### src/source/rob_cfg_pkg.sv
// Machine sizes fixed for the core and default widths of the reorder buffer.
// Register counts are not parameters. Change them here only.
`default_nettype none

package rob_cfg_pkg;

    // --------------------------------------------------
    // Register file sizes
    // --------------------------------------------------

    // Architectural register file
    localparam int ARCH_REG_NUM = 32;
    localparam int ARCH_IDX_W   = $clog2(ARCH_REG_NUM);

    // Physical register file, one tag per register
    localparam int PHY_REG_NUM  = 64;
    localparam int TAG_W        = $clog2(PHY_REG_NUM);

    // --------------------------------------------------
    // Buffer defaults, overridable at rob_top
    // --------------------------------------------------

    // Entry count, need not be a power of two
    localparam int DEF_ROB_ENTRIES = 8;

    // Dispatch slots per cycle
    localparam int DEF_DP_NUM      = 2;

    // Broadcast channels
    localparam int DEF_CDB_NUM     = 2;

    // Retire slots per cycle
    localparam int DEF_RT_NUM      = 2;

endpackage

`default_nettype wire

### src/source/rob_state_pkg.sv
// Entry lifecycle and flush cause encodings, both two bits wide.
`default_nettype none

package rob_state_pkg;

    // Entry lifecycle
    // Empty -> waiting on dispatch, waiting -> done on CDB hit
    typedef enum logic [1:0] {
        ENTRY_EMPTY   = 2'd0,
        ENTRY_WAITING = 2'd1,
        ENTRY_DONE    = 2'd2
    } entry_state_e;

    // Why the buffer is flushed this cycle
    typedef enum logic [1:0] {
        FLUSH_NONE       = 2'd0,
        FLUSH_EXCEPTION  = 2'd1,
        FLUSH_MISPREDICT = 2'd2
    } flush_cause_e;

endpackage

`default_nettype wire

### src/source/rob_alloc.sv
// Tail side of the buffer. Assumes DP_NUM and RT_NUM do not exceed ROB_ENTRIES.
// dp_num_i above avail_o is not checked and corrupts the occupancy count.
`default_nettype none

module rob_alloc #(
    parameter  int ROB_ENTRIES = rob_cfg_pkg::DEF_ROB_ENTRIES,
    parameter  int DP_NUM      = rob_cfg_pkg::DEF_DP_NUM,
    parameter  int RT_NUM      = rob_cfg_pkg::DEF_RT_NUM,
    localparam int IDX_W       = $clog2(ROB_ENTRIES),
    localparam int CNT_W       = $clog2(ROB_ENTRIES + 1),
    localparam int DP_CNT_W    = $clog2(DP_NUM + 1),
    localparam int RT_CNT_W    = $clog2(RT_NUM + 1),
    localparam int SLOT_W      = (DP_NUM > 1) ? $clog2(DP_NUM) : 1
) (
    input  logic                                clk_i,
    input  logic                                rst_i,
    input  logic [DP_CNT_W-1:0]                 dp_num_i,
    input  logic [RT_CNT_W-1:0]                 rt_count_i,
    input  rob_state_pkg::flush_cause_e         flush_cause_i,
    output logic [DP_CNT_W-1:0]                 avail_o,
    output logic [DP_NUM-1:0][IDX_W-1:0]        dp_rob_idx_o,
    output logic [ROB_ENTRIES-1:0]              entry_wr_en_o,
    output logic [ROB_ENTRIES-1:0][SLOT_W-1:0]  entry_wr_slot_o
);

    logic [IDX_W-1:0]                   tail_q;
    logic [CNT_W-1:0]                   occ_q;
    logic [CNT_W:0]                     free_cnt;
    logic [ROB_ENTRIES-1:0][IDX_W-1:0]  entry_off;

    // Sum below twice the entry count folded back into range
    function automatic logic [IDX_W-1:0] wrap_idx(input logic [IDX_W:0] sum);
        if (sum >= ROB_ENTRIES) begin
            return IDX_W'(sum - ROB_ENTRIES);
        end
        return IDX_W'(sum);
    endfunction

    // --------------------------------------------------
    // Tail pointer and occupancy
    // --------------------------------------------------
    always_ff @(posedge clk_i) begin
        if (rst_i || flush_cause_i != rob_state_pkg::FLUSH_NONE) begin
            tail_q <= '0;
            occ_q  <= '0;
        end else begin
            tail_q <= wrap_idx((IDX_W+1)'(tail_q) + (IDX_W+1)'(dp_num_i));
            // Entries in flight after this edge
            occ_q  <= occ_q + CNT_W'(dp_num_i) - CNT_W'(rt_count_i);
        end
    end

    // --------------------------------------------------
    // Free count toward dispatch
    // --------------------------------------------------
    always_comb begin
        // Retiring entries count as free in the same cycle
        free_cnt = (CNT_W+1)'(ROB_ENTRIES) - (CNT_W+1)'(occ_q) + (CNT_W+1)'(rt_count_i);
        if (free_cnt > DP_NUM) begin
            avail_o = DP_CNT_W'(DP_NUM);
        end else begin
            avail_o = DP_CNT_W'(free_cnt);
        end
    end

    // Index handed back per dispatch slot
    always_comb begin
        for (int s = 0; s < DP_NUM; s++) begin
            dp_rob_idx_o[s] = wrap_idx((IDX_W+1)'(tail_q) + (IDX_W+1)'(s));
        end
    end

    // --------------------------------------------------
    // Per-entry write selection
    // --------------------------------------------------
    always_comb begin
        for (int k = 0; k < ROB_ENTRIES; k++) begin
            // Distance of entry k past the tail, modulo the entry count
            entry_off[k]       = wrap_idx((IDX_W+1)'(k + ROB_ENTRIES) - (IDX_W+1)'(tail_q));
            // Wrapping run of dp_num_i entries starting at the tail
            entry_wr_en_o[k]   = (IDX_W+1)'(entry_off[k]) < (IDX_W+1)'(dp_num_i);
            entry_wr_slot_o[k] = entry_off[k][SLOT_W-1:0];
        end
    end

endmodule

`default_nettype wire

### src/source/rob_entry.sv
// One reorder buffer entry. A broadcast in its dispatch cycle is lost.
// The payload has no reset and holds stale data while the entry is empty.
`default_nettype none

module rob_entry #(
    parameter  int ENTRY_IDX   = 0,
    parameter  int ROB_ENTRIES = rob_cfg_pkg::DEF_ROB_ENTRIES,
    parameter  int DP_NUM      = rob_cfg_pkg::DEF_DP_NUM,
    parameter  int CDB_NUM     = rob_cfg_pkg::DEF_CDB_NUM,
    localparam int IDX_W       = $clog2(ROB_ENTRIES),
    localparam int SLOT_W      = (DP_NUM > 1) ? $clog2(DP_NUM) : 1
) (
    input  logic                                            clk_i,
    input  logic                                            rst_i,
    input  rob_state_pkg::flush_cause_e                     flush_cause_i,
    input  logic                                            wr_en_i,
    input  logic [SLOT_W-1:0]                               wr_slot_i,
    input  logic [DP_NUM-1:0][rob_cfg_pkg::ARCH_IDX_W-1:0]  dp_rd_i,
    input  logic [DP_NUM-1:0][rob_cfg_pkg::TAG_W-1:0]       dp_tag_i,
    input  logic [DP_NUM-1:0][rob_cfg_pkg::TAG_W-1:0]       dp_tag_old_i,
    input  logic [DP_NUM-1:0]                               dp_br_predict_i,
    input  logic [CDB_NUM-1:0]                              cdb_valid_i,
    input  logic [CDB_NUM-1:0][IDX_W-1:0]                   cdb_rob_idx_i,
    input  logic [CDB_NUM-1:0]                              cdb_br_result_i,
    input  logic                                            retire_i,
    output rob_state_pkg::entry_state_e                     state_o,
    output logic [rob_cfg_pkg::ARCH_IDX_W-1:0]              rd_o,
    output logic [rob_cfg_pkg::TAG_W-1:0]                   tag_o,
    output logic [rob_cfg_pkg::TAG_W-1:0]                   tag_old_o,
    output logic                                            mispredict_o
);

    rob_state_pkg::entry_state_e state_q;
    logic                        br_predict_q;
    logic                        br_result_q;
    logic                        cdb_hit;
    logic                        cdb_result;
    logic                        complete;

    // --------------------------------------------------
    // CDB match against this entry's index
    // --------------------------------------------------
    always_comb begin
        cdb_hit    = 1'b0;
        cdb_result = 1'b0;
        for (int c = 0; c < CDB_NUM; c++) begin
            if (cdb_valid_i[c] && cdb_rob_idx_i[c] == IDX_W'(ENTRY_IDX)) begin
                cdb_hit    = 1'b1;
                cdb_result = cdb_br_result_i[c];
            end
        end
    end

    // Only a waiting entry accepts an outcome
    assign complete = cdb_hit && state_q == rob_state_pkg::ENTRY_WAITING;

    // Lifecycle, flush wins over everything but reset
    always_ff @(posedge clk_i) begin
        if (rst_i || flush_cause_i != rob_state_pkg::FLUSH_NONE) begin
            state_q <= rob_state_pkg::ENTRY_EMPTY;
        end else if (wr_en_i) begin
            state_q <= rob_state_pkg::ENTRY_WAITING;
        end else if (retire_i) begin
            state_q <= rob_state_pkg::ENTRY_EMPTY;
        end else if (complete) begin
            state_q <= rob_state_pkg::ENTRY_DONE;
        end
    end

    // Payload picked from the dispatch slot assigned by the allocator
    always_ff @(posedge clk_i) begin
        if (wr_en_i) begin
            rd_o         <= dp_rd_i[wr_slot_i];
            tag_o        <= dp_tag_i[wr_slot_i];
            tag_old_o    <= dp_tag_old_i[wr_slot_i];
            br_predict_q <= dp_br_predict_i[wr_slot_i];
        end
        if (complete) begin
            br_result_q  <= cdb_result;
        end
    end

    assign state_o      = state_q;
    // Meaningful only once done; non-branches complete with result equal to prediction
    assign mispredict_o = br_predict_q ^ br_result_q;

endmodule

`default_nettype wire

### src/source/rob_retire.sv
// Head side of the buffer. Retire and flush decisions are combinational from
// the head entries. Assumes RT_NUM does not exceed ROB_ENTRIES.
`default_nettype none

module rob_retire #(
    parameter  int ROB_ENTRIES = rob_cfg_pkg::DEF_ROB_ENTRIES,
    parameter  int RT_NUM      = rob_cfg_pkg::DEF_RT_NUM,
    localparam int IDX_W       = $clog2(ROB_ENTRIES),
    localparam int RT_CNT_W    = $clog2(RT_NUM + 1)
) (
    input  logic                                                clk_i,
    input  logic                                                rst_i,
    input  logic                                                exception_i,
    input  rob_state_pkg::entry_state_e [ROB_ENTRIES-1:0]       entry_state_i,
    input  logic [ROB_ENTRIES-1:0][rob_cfg_pkg::ARCH_IDX_W-1:0] entry_rd_i,
    input  logic [ROB_ENTRIES-1:0][rob_cfg_pkg::TAG_W-1:0]      entry_tag_i,
    input  logic [ROB_ENTRIES-1:0][rob_cfg_pkg::TAG_W-1:0]      entry_tag_old_i,
    input  logic [ROB_ENTRIES-1:0]                              entry_mispredict_i,
    output logic [ROB_ENTRIES-1:0]                              entry_retire_o,
    output logic [RT_CNT_W-1:0]                                 rt_count_o,
    output rob_state_pkg::flush_cause_e                         flush_cause_o,
    output logic [RT_NUM-1:0]                                   rt_valid_o,
    output logic [RT_NUM-1:0][rob_cfg_pkg::ARCH_IDX_W-1:0]      rt_arch_reg_o,
    output logic [RT_NUM-1:0][rob_cfg_pkg::TAG_W-1:0]           rt_tag_o,
    output logic [RT_NUM-1:0][rob_cfg_pkg::TAG_W-1:0]           rt_tag_old_o,
    output logic                                                br_mis_o
);

    logic [IDX_W-1:0]              head_q;
    logic [RT_NUM-1:0][IDX_W-1:0]  slot_idx;
    logic                          chain_ok;
    logic                          mis_found;

    // Sum below twice the entry count folded back into range
    function automatic logic [IDX_W-1:0] wrap_idx(input logic [IDX_W:0] sum);
        if (sum >= ROB_ENTRIES) begin
            return IDX_W'(sum - ROB_ENTRIES);
        end
        return IDX_W'(sum);
    endfunction

    // --------------------------------------------------
    // In-order retire chain from the head
    // --------------------------------------------------
    always_comb begin
        // Exception blocks every slot
        chain_ok       = !exception_i;
        mis_found      = 1'b0;
        entry_retire_o = '0;
        rt_count_o     = '0;
        for (int s = 0; s < RT_NUM; s++) begin
            slot_idx[s]   = wrap_idx((IDX_W+1)'(head_q) + (IDX_W+1)'(s));
            rt_valid_o[s] = chain_ok && entry_state_i[slot_idx[s]] == rob_state_pkg::ENTRY_DONE;
            if (rt_valid_o[s]) begin
                entry_retire_o[slot_idx[s]] = 1'b1;
                rt_count_o                  = rt_count_o + RT_CNT_W'(1);
                if (entry_mispredict_i[slot_idx[s]]) begin
                    mis_found = 1'b1;
                end
            end
            // Chain breaks after an undone entry or a mispredicted branch
            chain_ok = rt_valid_o[s] && !entry_mispredict_i[slot_idx[s]];
        end
    end

    // --------------------------------------------------
    // Payload to map table and free list
    // --------------------------------------------------
    always_comb begin
        for (int s = 0; s < RT_NUM; s++) begin
            rt_arch_reg_o[s] = entry_rd_i[slot_idx[s]];
            rt_tag_o[s]      = entry_tag_i[slot_idx[s]];
            rt_tag_old_o[s]  = entry_tag_old_i[slot_idx[s]];
        end
    end

    // --------------------------------------------------
    // Flush cause
    // --------------------------------------------------
    assign br_mis_o = mis_found;

    always_comb begin
        // Exception first, mispredict cannot be seen under it anyway
        if (exception_i) begin
            flush_cause_o = rob_state_pkg::FLUSH_EXCEPTION;
        end else if (mis_found) begin
            flush_cause_o = rob_state_pkg::FLUSH_MISPREDICT;
        end else begin
            flush_cause_o = rob_state_pkg::FLUSH_NONE;
        end
    end

    // Head pointer, back to zero on any flush
    always_ff @(posedge clk_i) begin
        if (rst_i || flush_cause_o != rob_state_pkg::FLUSH_NONE) begin
            head_q <= '0;
        end else begin
            head_q <= wrap_idx((IDX_W+1)'(head_q) + (IDX_W+1)'(rt_count_o));
        end
    end

endmodule

`default_nettype wire

### src/source/rob_top.sv
// Reorder buffer top. dp_num_i must not exceed avail_o in the same cycle.
// Retire and completion have no back-pressure.
`default_nettype none

module rob_top #(
    parameter  int ROB_ENTRIES = rob_cfg_pkg::DEF_ROB_ENTRIES,
    parameter  int DP_NUM      = rob_cfg_pkg::DEF_DP_NUM,
    parameter  int CDB_NUM     = rob_cfg_pkg::DEF_CDB_NUM,
    parameter  int RT_NUM      = rob_cfg_pkg::DEF_RT_NUM,
    localparam int IDX_W       = $clog2(ROB_ENTRIES),
    localparam int DP_CNT_W    = $clog2(DP_NUM + 1)
) (
    input  logic                                            clk_i,
    input  logic                                            rst_i,
    // Dispatch
    input  logic [DP_CNT_W-1:0]                             dp_num_i,
    input  logic [DP_NUM-1:0][rob_cfg_pkg::ARCH_IDX_W-1:0]  dp_rd_i,
    input  logic [DP_NUM-1:0][rob_cfg_pkg::TAG_W-1:0]       dp_tag_i,
    input  logic [DP_NUM-1:0][rob_cfg_pkg::TAG_W-1:0]       dp_tag_old_i,
    input  logic [DP_NUM-1:0]                               dp_br_predict_i,
    output logic [DP_CNT_W-1:0]                             avail_o,
    output logic [DP_NUM-1:0][IDX_W-1:0]                    dp_rob_idx_o,
    // Completion broadcast
    input  logic [CDB_NUM-1:0]                              cdb_valid_i,
    input  logic [CDB_NUM-1:0][IDX_W-1:0]                   cdb_rob_idx_i,
    input  logic [CDB_NUM-1:0]                              cdb_br_result_i,
    // Retire and flush
    input  logic                                            exception_i,
    output logic [RT_NUM-1:0]                               rt_valid_o,
    output logic [RT_NUM-1:0][rob_cfg_pkg::ARCH_IDX_W-1:0]  rt_arch_reg_o,
    output logic [RT_NUM-1:0][rob_cfg_pkg::TAG_W-1:0]       rt_tag_o,
    output logic [RT_NUM-1:0][rob_cfg_pkg::TAG_W-1:0]       rt_tag_old_o,
    output logic                                            br_mis_o
);

    localparam int RT_CNT_W = $clog2(RT_NUM + 1);
    localparam int SLOT_W   = (DP_NUM > 1) ? $clog2(DP_NUM) : 1;

    logic [ROB_ENTRIES-1:0]                              entry_wr_en;
    logic [ROB_ENTRIES-1:0][SLOT_W-1:0]                  entry_wr_slot;
    logic [ROB_ENTRIES-1:0]                              entry_retire;
    rob_state_pkg::entry_state_e [ROB_ENTRIES-1:0]       entry_state;
    logic [ROB_ENTRIES-1:0][rob_cfg_pkg::ARCH_IDX_W-1:0] entry_rd;
    logic [ROB_ENTRIES-1:0][rob_cfg_pkg::TAG_W-1:0]      entry_tag;
    logic [ROB_ENTRIES-1:0][rob_cfg_pkg::TAG_W-1:0]      entry_tag_old;
    logic [ROB_ENTRIES-1:0]                              entry_mispredict;
    logic [RT_CNT_W-1:0]                                 rt_count;
    rob_state_pkg::flush_cause_e                         flush_cause;

    rob_alloc #(
        .ROB_ENTRIES(ROB_ENTRIES),
        .DP_NUM     (DP_NUM),
        .RT_NUM     (RT_NUM)
    ) u_alloc (
        .clk_i          (clk_i),
        .rst_i          (rst_i),
        .dp_num_i       (dp_num_i),
        .rt_count_i     (rt_count),
        .flush_cause_i  (flush_cause),
        .avail_o        (avail_o),
        .dp_rob_idx_o   (dp_rob_idx_o),
        .entry_wr_en_o  (entry_wr_en),
        .entry_wr_slot_o(entry_wr_slot)
    );

    // One entry per index, each matching the CDB on its own
    for (genvar k = 0; k < ROB_ENTRIES; k++) begin : g_entry
        rob_entry #(
            .ENTRY_IDX  (k),
            .ROB_ENTRIES(ROB_ENTRIES),
            .DP_NUM     (DP_NUM),
            .CDB_NUM    (CDB_NUM)
        ) u_entry (
            .clk_i          (clk_i),
            .rst_i          (rst_i),
            .flush_cause_i  (flush_cause),
            .wr_en_i        (entry_wr_en[k]),
            .wr_slot_i      (entry_wr_slot[k]),
            .dp_rd_i        (dp_rd_i),
            .dp_tag_i       (dp_tag_i),
            .dp_tag_old_i   (dp_tag_old_i),
            .dp_br_predict_i(dp_br_predict_i),
            .cdb_valid_i    (cdb_valid_i),
            .cdb_rob_idx_i  (cdb_rob_idx_i),
            .cdb_br_result_i(cdb_br_result_i),
            .retire_i       (entry_retire[k]),
            .state_o        (entry_state[k]),
            .rd_o           (entry_rd[k]),
            .tag_o          (entry_tag[k]),
            .tag_old_o      (entry_tag_old[k]),
            .mispredict_o   (entry_mispredict[k])
        );
    end

    rob_retire #(
        .ROB_ENTRIES(ROB_ENTRIES),
        .RT_NUM     (RT_NUM)
    ) u_retire (
        .clk_i             (clk_i),
        .rst_i             (rst_i),
        .exception_i       (exception_i),
        .entry_state_i     (entry_state),
        .entry_rd_i        (entry_rd),
        .entry_tag_i       (entry_tag),
        .entry_tag_old_i   (entry_tag_old),
        .entry_mispredict_i(entry_mispredict),
        .entry_retire_o    (entry_retire),
        .rt_count_o        (rt_count),
        .flush_cause_o     (flush_cause),
        .rt_valid_o        (rt_valid_o),
        .rt_arch_reg_o     (rt_arch_reg_o),
        .rt_tag_o          (rt_tag_o),
        .rt_tag_old_o      (rt_tag_old_o),
        .br_mis_o          (br_mis_o)
    );

endmodule

`default_nettype wire

### config.mk
export PLATFORM = sky130hd
export DESIGN_NAME = rob_top
export DESIGN_NICKNAME = d
export VERILOG_FILES = /design/src/source/rob_cfg_pkg.sv /design/src/source/rob_state_pkg.sv /design/src/source/rob_alloc.sv /design/src/source/rob_entry.sv /design/src/source/rob_retire.sv /design/src/source/rob_top.sv
export SDC_FILE = /design/constraint.sdc
export NUM_CORES = 1
export LEC_CHECK = 0
export BUFFER_PORTS_ARGS = -buffer_cell sky130_fd_sc_hd__buf_2
export CAP_MARGIN = 30
export CORE_ASPECT_RATIO = 0.6
export CORE_UTILIZATION = 60
export DETAILED_ROUTE_END_ITERATION = 6
export PLACE_DENSITY = 0.9
export SETUP_SLACK_MARGIN = 0.05
export SLEW_MARGIN = 20
export SYNTH_ARGS = -nofsm -noshare
export SYNTH_HDL_FRONTEND = slang
export SYNTH_SLANG_ARGS = --single-unit
### constraint.sdc
create_clock -name clk_i -period 4.96 [get_ports clk_i]
set_input_delay 0.496 -clock clk_i [delete_from_list [all_inputs] [get_ports clk_i]]
set_output_delay 0.496 -clock clk_i [all_outputs]
set_load 0.1 [all_outputs]
==> results of run 1 <==
registers in the layout, indices dropped and copies added, names as in the netlist:
signal	flops
u_retire.head_q	3
u_alloc.occ_q	4
g_entry.u_entry.tag_o	48
g_entry.u_entry.tag_old_o	48
g_entry.u_entry.br_result_q	8
g_entry.u_entry.rd_o	40
g_entry.u_entry.br_predict_q	8
u_alloc.tail_q	3
g_entry.u_entry.state_o	16
power groups by stage:
stage	Combinational [uW]	Sequential (uW)	Clock (uW)
floorplan	525	1830	0
global placement	693	1840	0
detailed placement	711	1850	0
CTS	715	1820	1370
global route	751	1830	1440
finish	722	1830	1370
kinds of logic after synthesis:
group | after synthesis | synth area share
xor+xnor | 18 | 0.01785
fa+ha+maj | 24 | 0.03569
simple gates | 212 | 0.1130
flops | 178 | 0.5494
buf+inv | 75 | 0.03555
mux | 68 | 0.09639
compound gates | 198 | 0.1521
final cells by class:
type,count,area (um^2),area share
Sequential cell,178,5089,0.4767
Clock buffer,17,425.4,0.03985
Timing Repair Buffer,120,693.2,0.06493
Clock inverter,15,171.4,0.01606
Tap cell,198,247.7,0.02321
Multi-Input combinational cell,520,3925,0.3677
Inverter,32,123.9,0.01160
per-layer routing:
metal  track usage  routed length [um]  up-vias
met5             0                   0        -
met4        0.1422                1035        0
met3        0.1296                4404      130
met2        0.5072               11680      687
met1        0.4764               10060     3513
li1              -                   -     3181
through the flow:
stage,setup WS (ps),hold WS [ps]
2_1_floorplan,88.36,472.7
3_3_place_gp,746.9,485.8
3_5_place_dp,697.4,510.0
4_1_cts,208.6,382.1
5_1_grt,143.8,388.7
6_report,329.9,384.2
how the worst max path moves through the flow:
stage	startpoint	end	slack (ps)
after floorplan	u_retire.head_q[0]	avail_o[0]	90
after global placement	u_retire.head_q[1]	avail_o[0]	750
after detailed placement	u_retire.head_q[1]	avail_o[0]	700
after CTS	u_retire.head_q[1]	avail_o[0]	210
after global routing	u_retire.head_q[0]	avail_o[0]	140
final	u_retire.head_q[0]	avail_o[0]	330
worst max-delay path, cell delays in order, from the launching register on:
cell	delay, ps
dfxtp_2	340
buf_4	240
or3b_2	490
o22ai_1	170
a211oi_2	60
buf_4	180
and2_1	210
and3_4	210
ha_1	320
inv_1	50
ha_1	220
fa_1	410
nor3_1	320
o21ai_4	140
nor2_4	140
buf_12	180
layout by cell type (no fill, tap or decap), types with 4 or more instances in the layout:
cell type and instances:
a221oi_1 8, fa_1 4, edfxtp_1 152, o211ai_1 4, mux2_2 39, nor2_1 49
mux2i_1 16, clkinvlp_4 4, ha_1 19, nand2_1 50, o21ai_0 29, clkbuf_16 17
buf_2 93, nand3b_1 9, nand3_1 33, nor2_2 14, nand2b_1 9, inv_8 4
o31ai_1 12, nand4_1 12, a22oi_1 68, a21oi_1 30, xnor2_1 6, a31oi_1 6
nor3_1 13, a22o_1 6, mux4_2 13, dfxtp_1 23, xor2_1 10, o21a_1 6
buf_4 25, o22ai_1 5, inv_1 30
what timing repair did:
item	4_1_cts	5_1_grt
setup endpoints to repair	0	1
gates resized for setup	0	1
hold buffers	0	0
==> summary.md, run 1 <==
| Metric | Value |
|---|---|
| Ports | `96` |
| Yosys warns | `0` |
| # DRC | `0` |
| GR Overflow Total | `0` |
| RSZ-0062 raised after global routing | `false` |
| Die H | `98.21 um` |
| Critical R2R Launch | `u_retire.head_q[0]` |
| Initial antenna violation count | `0` |
| Clk Latency, worst-skew pair | `440 ps` |
| Capturing point of the worst reg2reg path | `u_alloc.occ_q[3]` |
| Synthesis-to-finish area growth | `15.34%` |
| Most frequent cell after synthesis | `edfxtp_1` |
| CTS clk-pin slew, worst paths | `80 ps` |
| Seq cells post-synth | `178` |
| Hold path cells | `3` |
| Number of global-route vias before repair | `7305` |
| Register area share after synthesis | `0.5494` |
| Switch Pwr | `1237 uW` |
| Final Util | `0.7232` |
| Number of flops mapped to enable cells by yosys | `152` |
| Max IR drop VDD | `297.6 uV` |
| Share of cells above drive strength 1 | `0.2823` |
| R2r setup slk | `1290 ps` |
| Max Cap Viol | `0` |
| Mapped cell area | `0.009255 mm^2` |
| Pwr Density | `367.4 mW/mm^2` |
| Fin. Hold Viols | `0` |
| Vias post-DR | `7511` |
| WL/cell | `25.17 um` |
| Final clock skew | `15.77 ps` |
| First-pass GRT wire length | `40970 um` |
| Final net count | `944` |
| Outcome | `finished, final reports clean` |
| Ys async rst share | `0` |
| Worst slew pin tran | `1038 ps` |
| Slew Limit Fails | `0` |
| GP Congestion | `0.9311` |
| Hold path start | `dp_num_i[0]` |
| Cells after Synth | `773` |
| DP Wirelength | `17930 um` |
| CTS H-tree depth | `4` |
| Ys flop type | `edfxtp_1` |
| Sequential share of power | `0.466` |
| DP Area | `0.01008 mm^2` |
| Post-route insts no fill | `1080` |
| Setup TNS | `0 ps` |
| Hold EP | `u_alloc.tail_q[0]` |
| Internal power | `2685 uW` |
| Worst Setup Path Type | `flip-flop to output port` |
| Die Area | `0.01594 mm^2` |
| WL final | `27190 um` |
| Synth top area cells | `edfxtp_1, dfxtp_1, a22oi_1` |
| TritonCTS buffer count | `17` |
| Placed Cells | `1048` |
| Reg2reg path depth | `15` |
| Via/cell ratio | `6.955` |
| CP Launch Type | `flip-flop` |
| Post-synth top area share | `0.4932` |
| Fillers | `968` |
| DR pass1 iterations | `6` |
| # port buffers | `95` |
| Die W | `162.3 um` |
| Initial Util | `0.6270` |
| HP Class | `primary input to flip-flop` |
| Cell variety after synth | `60` |
| Clk sinks | `178` |
| CTS tree | `yes` |
| Post-DRT Antenna Nets | `0` |
| Total power | `3922 uW` |
| Leakage power total | `0.003736 uW` |
| Comb pwr share | `0.184` |
| Final period utilization | `0.9335` |
| Net Count, Synth | `848` |
| Clock share of power | `0.350` |
| Critical Path Fanout Max | `27` |
| Slew headroom | `0.3083` |
| CTS max path bufs | `2` |
| Top cell type by total area after synthesis | `edfxtp_1` |
| Syn avg cell area | `11.97 um^2` |
| Largest net degree at the start of global routing | `47` |
| CP arrival | `4130 ps` |
| Post-layout min period | `4630 ps` |
| Most frequent cells after synthesis | `edfxtp_1, a22oi_1, nor2_1` |
| ANT cells | `0` |
| Setup violations, final | `0` |
| Switching share of power | `0.3154` |
| Finished Cell Area | `0.01068 mm^2` |
| Peak Freq | `0.2160 GHz` |
| Row count | `34` |
| Worst EP required | `4460 ps` |
| Crit. End Element | `output port` |
| Initial drt markers | `1152` |
| Root buffer cell | `clkbuf_16` |
| Core Box Area | `0.01476 mm^2` |
| All-Layer GR Usage | `0.3499` |
| Postcts setup bufs | `0` |
(Power assumes the default switching activity.)
==> run 2, diff against run 1 <==
--- a/config.mk
+++ b/config.mk
@@ -6,7 +6,7 @@
 export NUM_CORES = 1
 export LEC_CHECK = 0
 export BUFFER_PORTS_ARGS = -buffer_cell sky130_fd_sc_hd__buf_2
-export CAP_MARGIN = 30
+export CAP_MARGIN = 25
 export CORE_ASPECT_RATIO = 0.6
 export CORE_UTILIZATION = 60
 export DETAILED_ROUTE_END_ITERATION = 6
==> constraint.sdc (replaced) <==
create_clock -name clk_i -period 4.96 [get_ports clk_i]
set_input_delay 0.992 -clock clk_i [delete_from_list [all_inputs] [get_ports clk_i]]
set_output_delay 0.992 -clock clk_i [all_outputs]
set_load 0.1 [all_outputs]
==> run 2 against run 1 <==
Net effect: register-to-register slack got worse by 20 ps; largest power group unchanged; combinational power increased by 1%; non-clock buffer count increased by 5; power rose by 0.78%; critical path depth unchanged; die area unchanged; worst setup slack got worse by 200 ps; sequential cell count unchanged.
==> summary.md, run 2 (same netlist as run 1, synthesis figures left out) <==
| Metric | Value |
|---|---|
| Setup ws final | `128.0 ps` |
| CTS H-tree depth | `4` |
| Row count | `34` |
| Slew Limit Fails | `0` |
| Clk sinks | `178` |
| Worst EP required | `3970 ps` |
| Initial antenna violation count | `2` |
| TritonCTS buffer count | `17` |
| RSZ-0062 raised after global routing | `false` |
| Die Area | `0.01594 mm^2` |
| GR Overflow Total | `0` |
| Setup slack at placement | `432.0 ps` |
| All-Layer GR Usage | `0.3549` |
| Max Cap Viol | `0` |
| Die W | `162.3 um` |
| WL final | `27630 um` |
| Crit. End Element | `output port` |
| Top layer used by detailed routing | `met4` |
| Final clock skew | `12.71 ps` |
| Initial Util | `0.6270` |
| Number of global-route vias before repair | `7241` |
| Outcome | `finished, final reports clean` |
| Peak Freq | `0.2070 GHz` |
| Final Util | `0.7337` |
| Vias post-DR | `7541` |
| Slew headroom | `0.2872` |
| Routed wl met2 | `12140 um` |
| DP Wirelength | `18320 um` |
| Final net count | `949` |
| CP Launch Type | `flip-flop` |
| ANT cells | `0` |
| Most common cell after layout, fill and taps aside | `edfxtp_1` |
| DR WL met3 | `4486 um` |
| GP Congestion | `0.9154` |
| CTS max path bufs | `2` |
| Total power | `3952 uW` |
| CTS tree | `yes` |
| Post-route insts no fill | `1085` |
| Final period utilization | `0.9742` |
| Via/cell ratio | `6.950` |
| Most frequent cells in the layout | `edfxtp_1, buf_2, a22oi_1` |
| WL/cell | `25.47 um` |
| Critical Path Fanout Max | `14` |
| Leakage power total | `0.003792 uW` |
| Clk Latency, worst-skew pair | `440 ps` |
| Fillers | `967` |
| Post-layout min period | `4832 ps` |
| Setup violations, final | `0` |
| Reg2reg path depth | `15` |
| DR pass1 iterations | `6` |
| # DRC | `0` |
| Initial drt markers | `1218` |
| Biggest regs | `g_entry.u_entry.tag_o (48), g_entry.u_entry.tag_old_o (48), g_entry.u_entry.rd_o (40)` |
| Hold Buf Count CTS | `0` |
| Max IR drop VDD | `226.2 uV` |
| Post-DRT Antenna Nets | `0` |
| Synthesis-to-finish area growth | `17.02%` |
| Fin. Hold Viols | `0` |
| Placed Cells | `1050` |
| Hold path cells | `2` |
| Largest net degree at the start of global routing | `34` |
| Pwr Density | `364.9 mW/mm^2` |
| First-pass GRT wire length | `41090 um` |
| Ports | `96` |
| CTS clk-pin slew, worst paths | `80 ps` |
| # port buffers | `95` |
| CP arrival | `3840 ps` |
| Worst slew pin tran | `1069 ps` |
| Root buffer cell | `clkbuf_16` |
| Die H | `98.21 um` |
| WL met1 | `10020 um` |
| Core Box Area | `0.01476 mm^2` |
| Share of cells above drive strength 1 | `0.2988` |
| Worst Setup Path Type | `flip-flop to output port` |
| HP Class | `flip-flop to flip-flop` |
==> run 2: where the power goes <==
part           switching [uW]  internal [uW]  total, uW
combinational             559            173        731
clock                     666            728       1390
sequential               68.3           1760       1830
==> run 2: cell type report <==
type                    instances  area, um^2  area share
repair buffers                125       734.5     0.06781
multi-input cells             520        4018      0.3710
inverters                      32       123.9     0.01144
flip-flops and latches        178        5092      0.4702
well taps                     198       247.7     0.02287
clock inverters                15       188.9     0.01744
clock buffers                  17       425.4     0.03928
==> run 2: worst paths after layout <==
kind / start / endpoint / slack [ps]
setup reg to reg: u_retire.head_q[0] / u_alloc.occ_q[3] / 1270
hold / removal: g_entry[6].u_entry.state_o[0] / g_entry[6].u_entry.state_o[0] / 520
hold reg to reg: g_entry[6].u_entry.state_o[0] / g_entry[6].u_entry.state_o[0] / 520
setup / recovery: u_retire.head_q[0] / avail_o[0] / 130
==> run 2: critical path, cell delays in order, from the launching register on <==
cell and delay (ps):
dfxtp_4 420, buf_6 180, or3b_2 470, o22ai_2 140
a211oi_2 50, buf_4 180, and2_1 220, and3_4 220
ha_4 280, inv_2 40, ha_4 170, fa_2 390
nor3_4 220, o21ai_4 120, nor2_4 130, buf_12 180
==> run 2: routing by layer <==
metal,GRT usage,vias to the layer above
li1,-,3190
met1,0.4837,3550
met2,0.5233,685
met3,0.1232,116
met4,0.1379,0
met5,0,-
==> run 2: what timing repair did <==
item | 4_1_cts | 5_1_grt
gates resized for setup | 4 | 3
setup buffers | 0 | 3
pin swaps | 1 | 2
setup endpoints to repair | 2 | 2
==> run 2: through the flow <==
| step | hold WS [ps] | instance area, um^2 | TNS (ps) |
|---|---|---|---|
| 3_5_place_dp | 493.9 | 10170 | 0 |
| 5_1_grt | 528.9 | 10830 | 0 |
| 2_1_floorplan | 472.7 | 9356 | -301.1 |
| 6_report | 519.0 | 10830 | 0 |
| 4_1_cts | 511.8 | 10790 | 0 |
| 3_3_place_gp | 490.5 | 10160 | 0 |
==> run 3, diff against run 2 <==
==> constraint.sdc (replaced) <==
create_clock -name clk_i -period 4.96 [get_ports clk_i]
set_input_delay 0.992 -clock clk_i [delete_from_list [all_inputs] [get_ports clk_i]]
set_output_delay 0.992 -clock clk_i [all_outputs]
set_load 0.02 [all_outputs]
==> run 3 against run 2 <==
Net effect: the run now ends with DRC left; register-to-register slack gained 110 ps; non-clock buffer count up 6; worst hold slack improved by 4.0 ps; via count decreased by 0.70%; worst setup slack better by 77 ps; critical path depth unchanged; sequential power about the same; routed wire length shrank 3.8%; cell count grew 0.55%; sequential cell count did not move; sequential share of layout area is 0.37 points higher; global-route usage is 1.6 points lower.
==> summary.md, run 3 (same netlist as run 1, synthesis figures left out) <==
| Metric | Value |
|---|---|
| Outcome | `complete, but fails checks` |
| Failing checks | `DRC` |
| Worst slew pin tran | `1007 ps` |
| GP Congestion | `0.9853` |
| Hold Buf Count CTS | `0` |
| Most frequent cells in the layout | `edfxtp_1, buf_2, a22oi_1` |
| Ports | `96` |
| DP Wirelength | `17440 um` |
| CP arrival | `3760 ps` |
| DR pass1 iterations | `7` |
| Reg area | `0.005095 mm^2` |
| Initial Util | `0.6270` |
| # DRC | `24` |
| All-Layer GR Usage | `0.3392` |
| Core Box Area | `0.01476 mm^2` |
| Die H | `98.21 um` |
| Initial antenna violation count | `0` |
| Setup TNS | `0 ps` |
| Worst Setup Path Type | `flip-flop to output port` |
| Max IR drop VDD | `251.4 uV` |
| Setup violations, final | `0` |
| Share of cells above drive strength 1 | `0.2923` |
| Critical Path Fanout Max | `18` |
| WL final | `26590 um` |
| GR Overflow Total | `0` |
| Clk Latency, worst-skew pair | `430 ps` |
| Fillers | `946` |
| ANT cells | `0` |
| CTS tree | `yes` |
| Peak Freq | `0.2103 GHz` |
| Initial drt markers | `1345` |
| TritonCTS buffer count | `17` |
| Row count | `34` |
| Post-DRT Antenna Nets | `0` |
| Root buffer cell | `clkbuf_16` |
| Final Util | `0.7283` |
| CTS H-tree depth | `4` |
| CTS clk-pin slew, worst paths | `70 ps` |
| CTS max path bufs | `2` |
| Pwr Density | `342.8 mW/mm^2` |
| Leakage power total | `0.003813 uW` |
| Number of global-route vias before repair | `6971` |
| Via/cell ratio | `6.863` |
| Largest net degree at the start of global routing | `47` |
| Slew headroom | `0.3288` |
| Biggest regs | `g_entry.u_entry.tag_o (48), g_entry.u_entry.tag_old_o (48), g_entry.u_entry.rd_o (40)` |
| First-pass GRT wire length | `39540 um` |
| Final net count | `955` |
| # port buffers | `95` |
| Most common cell after layout, fill and taps aside | `edfxtp_1` |
| Final clock skew | `8.764 ps` |
| Slew Limit Fails | `0` |
| Clk sinks | `178` |
| Vias post-DR | `7488` |
| Crit. End Element | `output port` |
| Final period utilization | `0.9587` |
| Post-layout min period | `4755 ps` |
| Fin. Hold Viols | `0` |
| CP Launch Type | `flip-flop` |
| Synthesis-to-finish area growth | `16.17%` |
| Die Area | `0.01594 mm^2` |
| HP Class | `flip-flop to flip-flop` |
| WL/cell | `24.37 um` |
| Area of the multi-input gates | `0.003915 mm^2` |
| Max Cap Viol | `0` |
| Worst EP required | `3970 ps` |
| RSZ-0062 raised after global routing | `false` |
| Die W | `162.3 um` |
## run 3: changes by cell type in the layout (fill, tap and decap cells not counted), sizes merged
cell	previous run	this run
clkinv	6	7
buf	125	131
inv	38	39
clkinvlp	2	0
## run 3: final cells by class
type / instances / share of cell area
sequential: 178 / 0.4739
multi-input combinational: 520 / 0.3641
timing repair buffer: 131 / 0.06936
clock buffer: 17 / 0.03957
tap: 198 / 0.02304
clock inverter: 15 / 0.01885
inverter: 32 / 0.01117
## run 3: per-layer routing
| metal | wire, um | global-route usage | vias up |
|---|---|---|---|
| met5 | 0 | 0.009091 | - |
| met4 | 845 | 0.1212 | 0 |
| met3 | 4370 | 0.1134 | 101 |
| met2 | 11190 | 0.4829 | 697 |
| met1 | 10180 | 0.4838 | 3488 |
| li1 | - | - | 3202 |
## run 3: worst paths after layout
check,end,slack (ps),depth (start not counted),start
max,avail_o[0],200,15,u_retire.head_q[0]
min,g_entry[6].u_entry.state_o[0],520,2,g_entry[6].u_entry.state_o[0]
max reg2reg,u_alloc.occ_q[3],1380,15,u_retire.head_q[0]
min reg2reg,g_entry[6].u_entry.state_o[0],520,2,g_entry[6].u_entry.state_o[0]
## run 3: through the flow
| step | total power (uW) | setup slack (ps) | cell area, um^2 | hold slack, ps | cells |
|---|---|---|---|---|---|
| after floorplan | 2110 | 219.0 | 9255 | 472.7 | 773 |
| after global placement | 2284 | 478.5 | 10040 | 488.2 | 1051 |
| after detailed placement | 2305 | 383.9 | 10040 | 497.8 | 1052 |
| after CTS | 3675 | 85.60 | 10680 | 513.4 | 1084 |
| after global routing | 3787 | 67.94 | 10750 | 527.3 | 1091 |
| final | 3686 | 204.6 | 10750 | 523.0 | 1091 |
## run 3: worst max-delay path, cell delays in order, from the launching register on
cell,delay [ps]
dfxtp_4,430
buf_4,150
inv_2,50
buf_4,220
nor3_1,310
a211oi_2,90
and2_2,240
and3_4,200
ha_1,320
inv_1,50
ha_1,220
fa_1,420
nor3_1,200
o21ai_1,110
nor2_1,120
buf_2,180
## run 3: report_power, final
part | leakage, uW | internal (uW) | total (uW) | switching (uW)
combinational | 0.00187 | 164 | 462 | 298
clock | 0.000306 | 735 | 1390 | 660
sequential | 0.00163 | 1760 | 1830 | 71.3
## run 3: repair_timing
action / CTS / global route
buffers inserted: 0 / 7
gates resized for setup: 2 / 7
setup endpoints to repair: 2 / 2
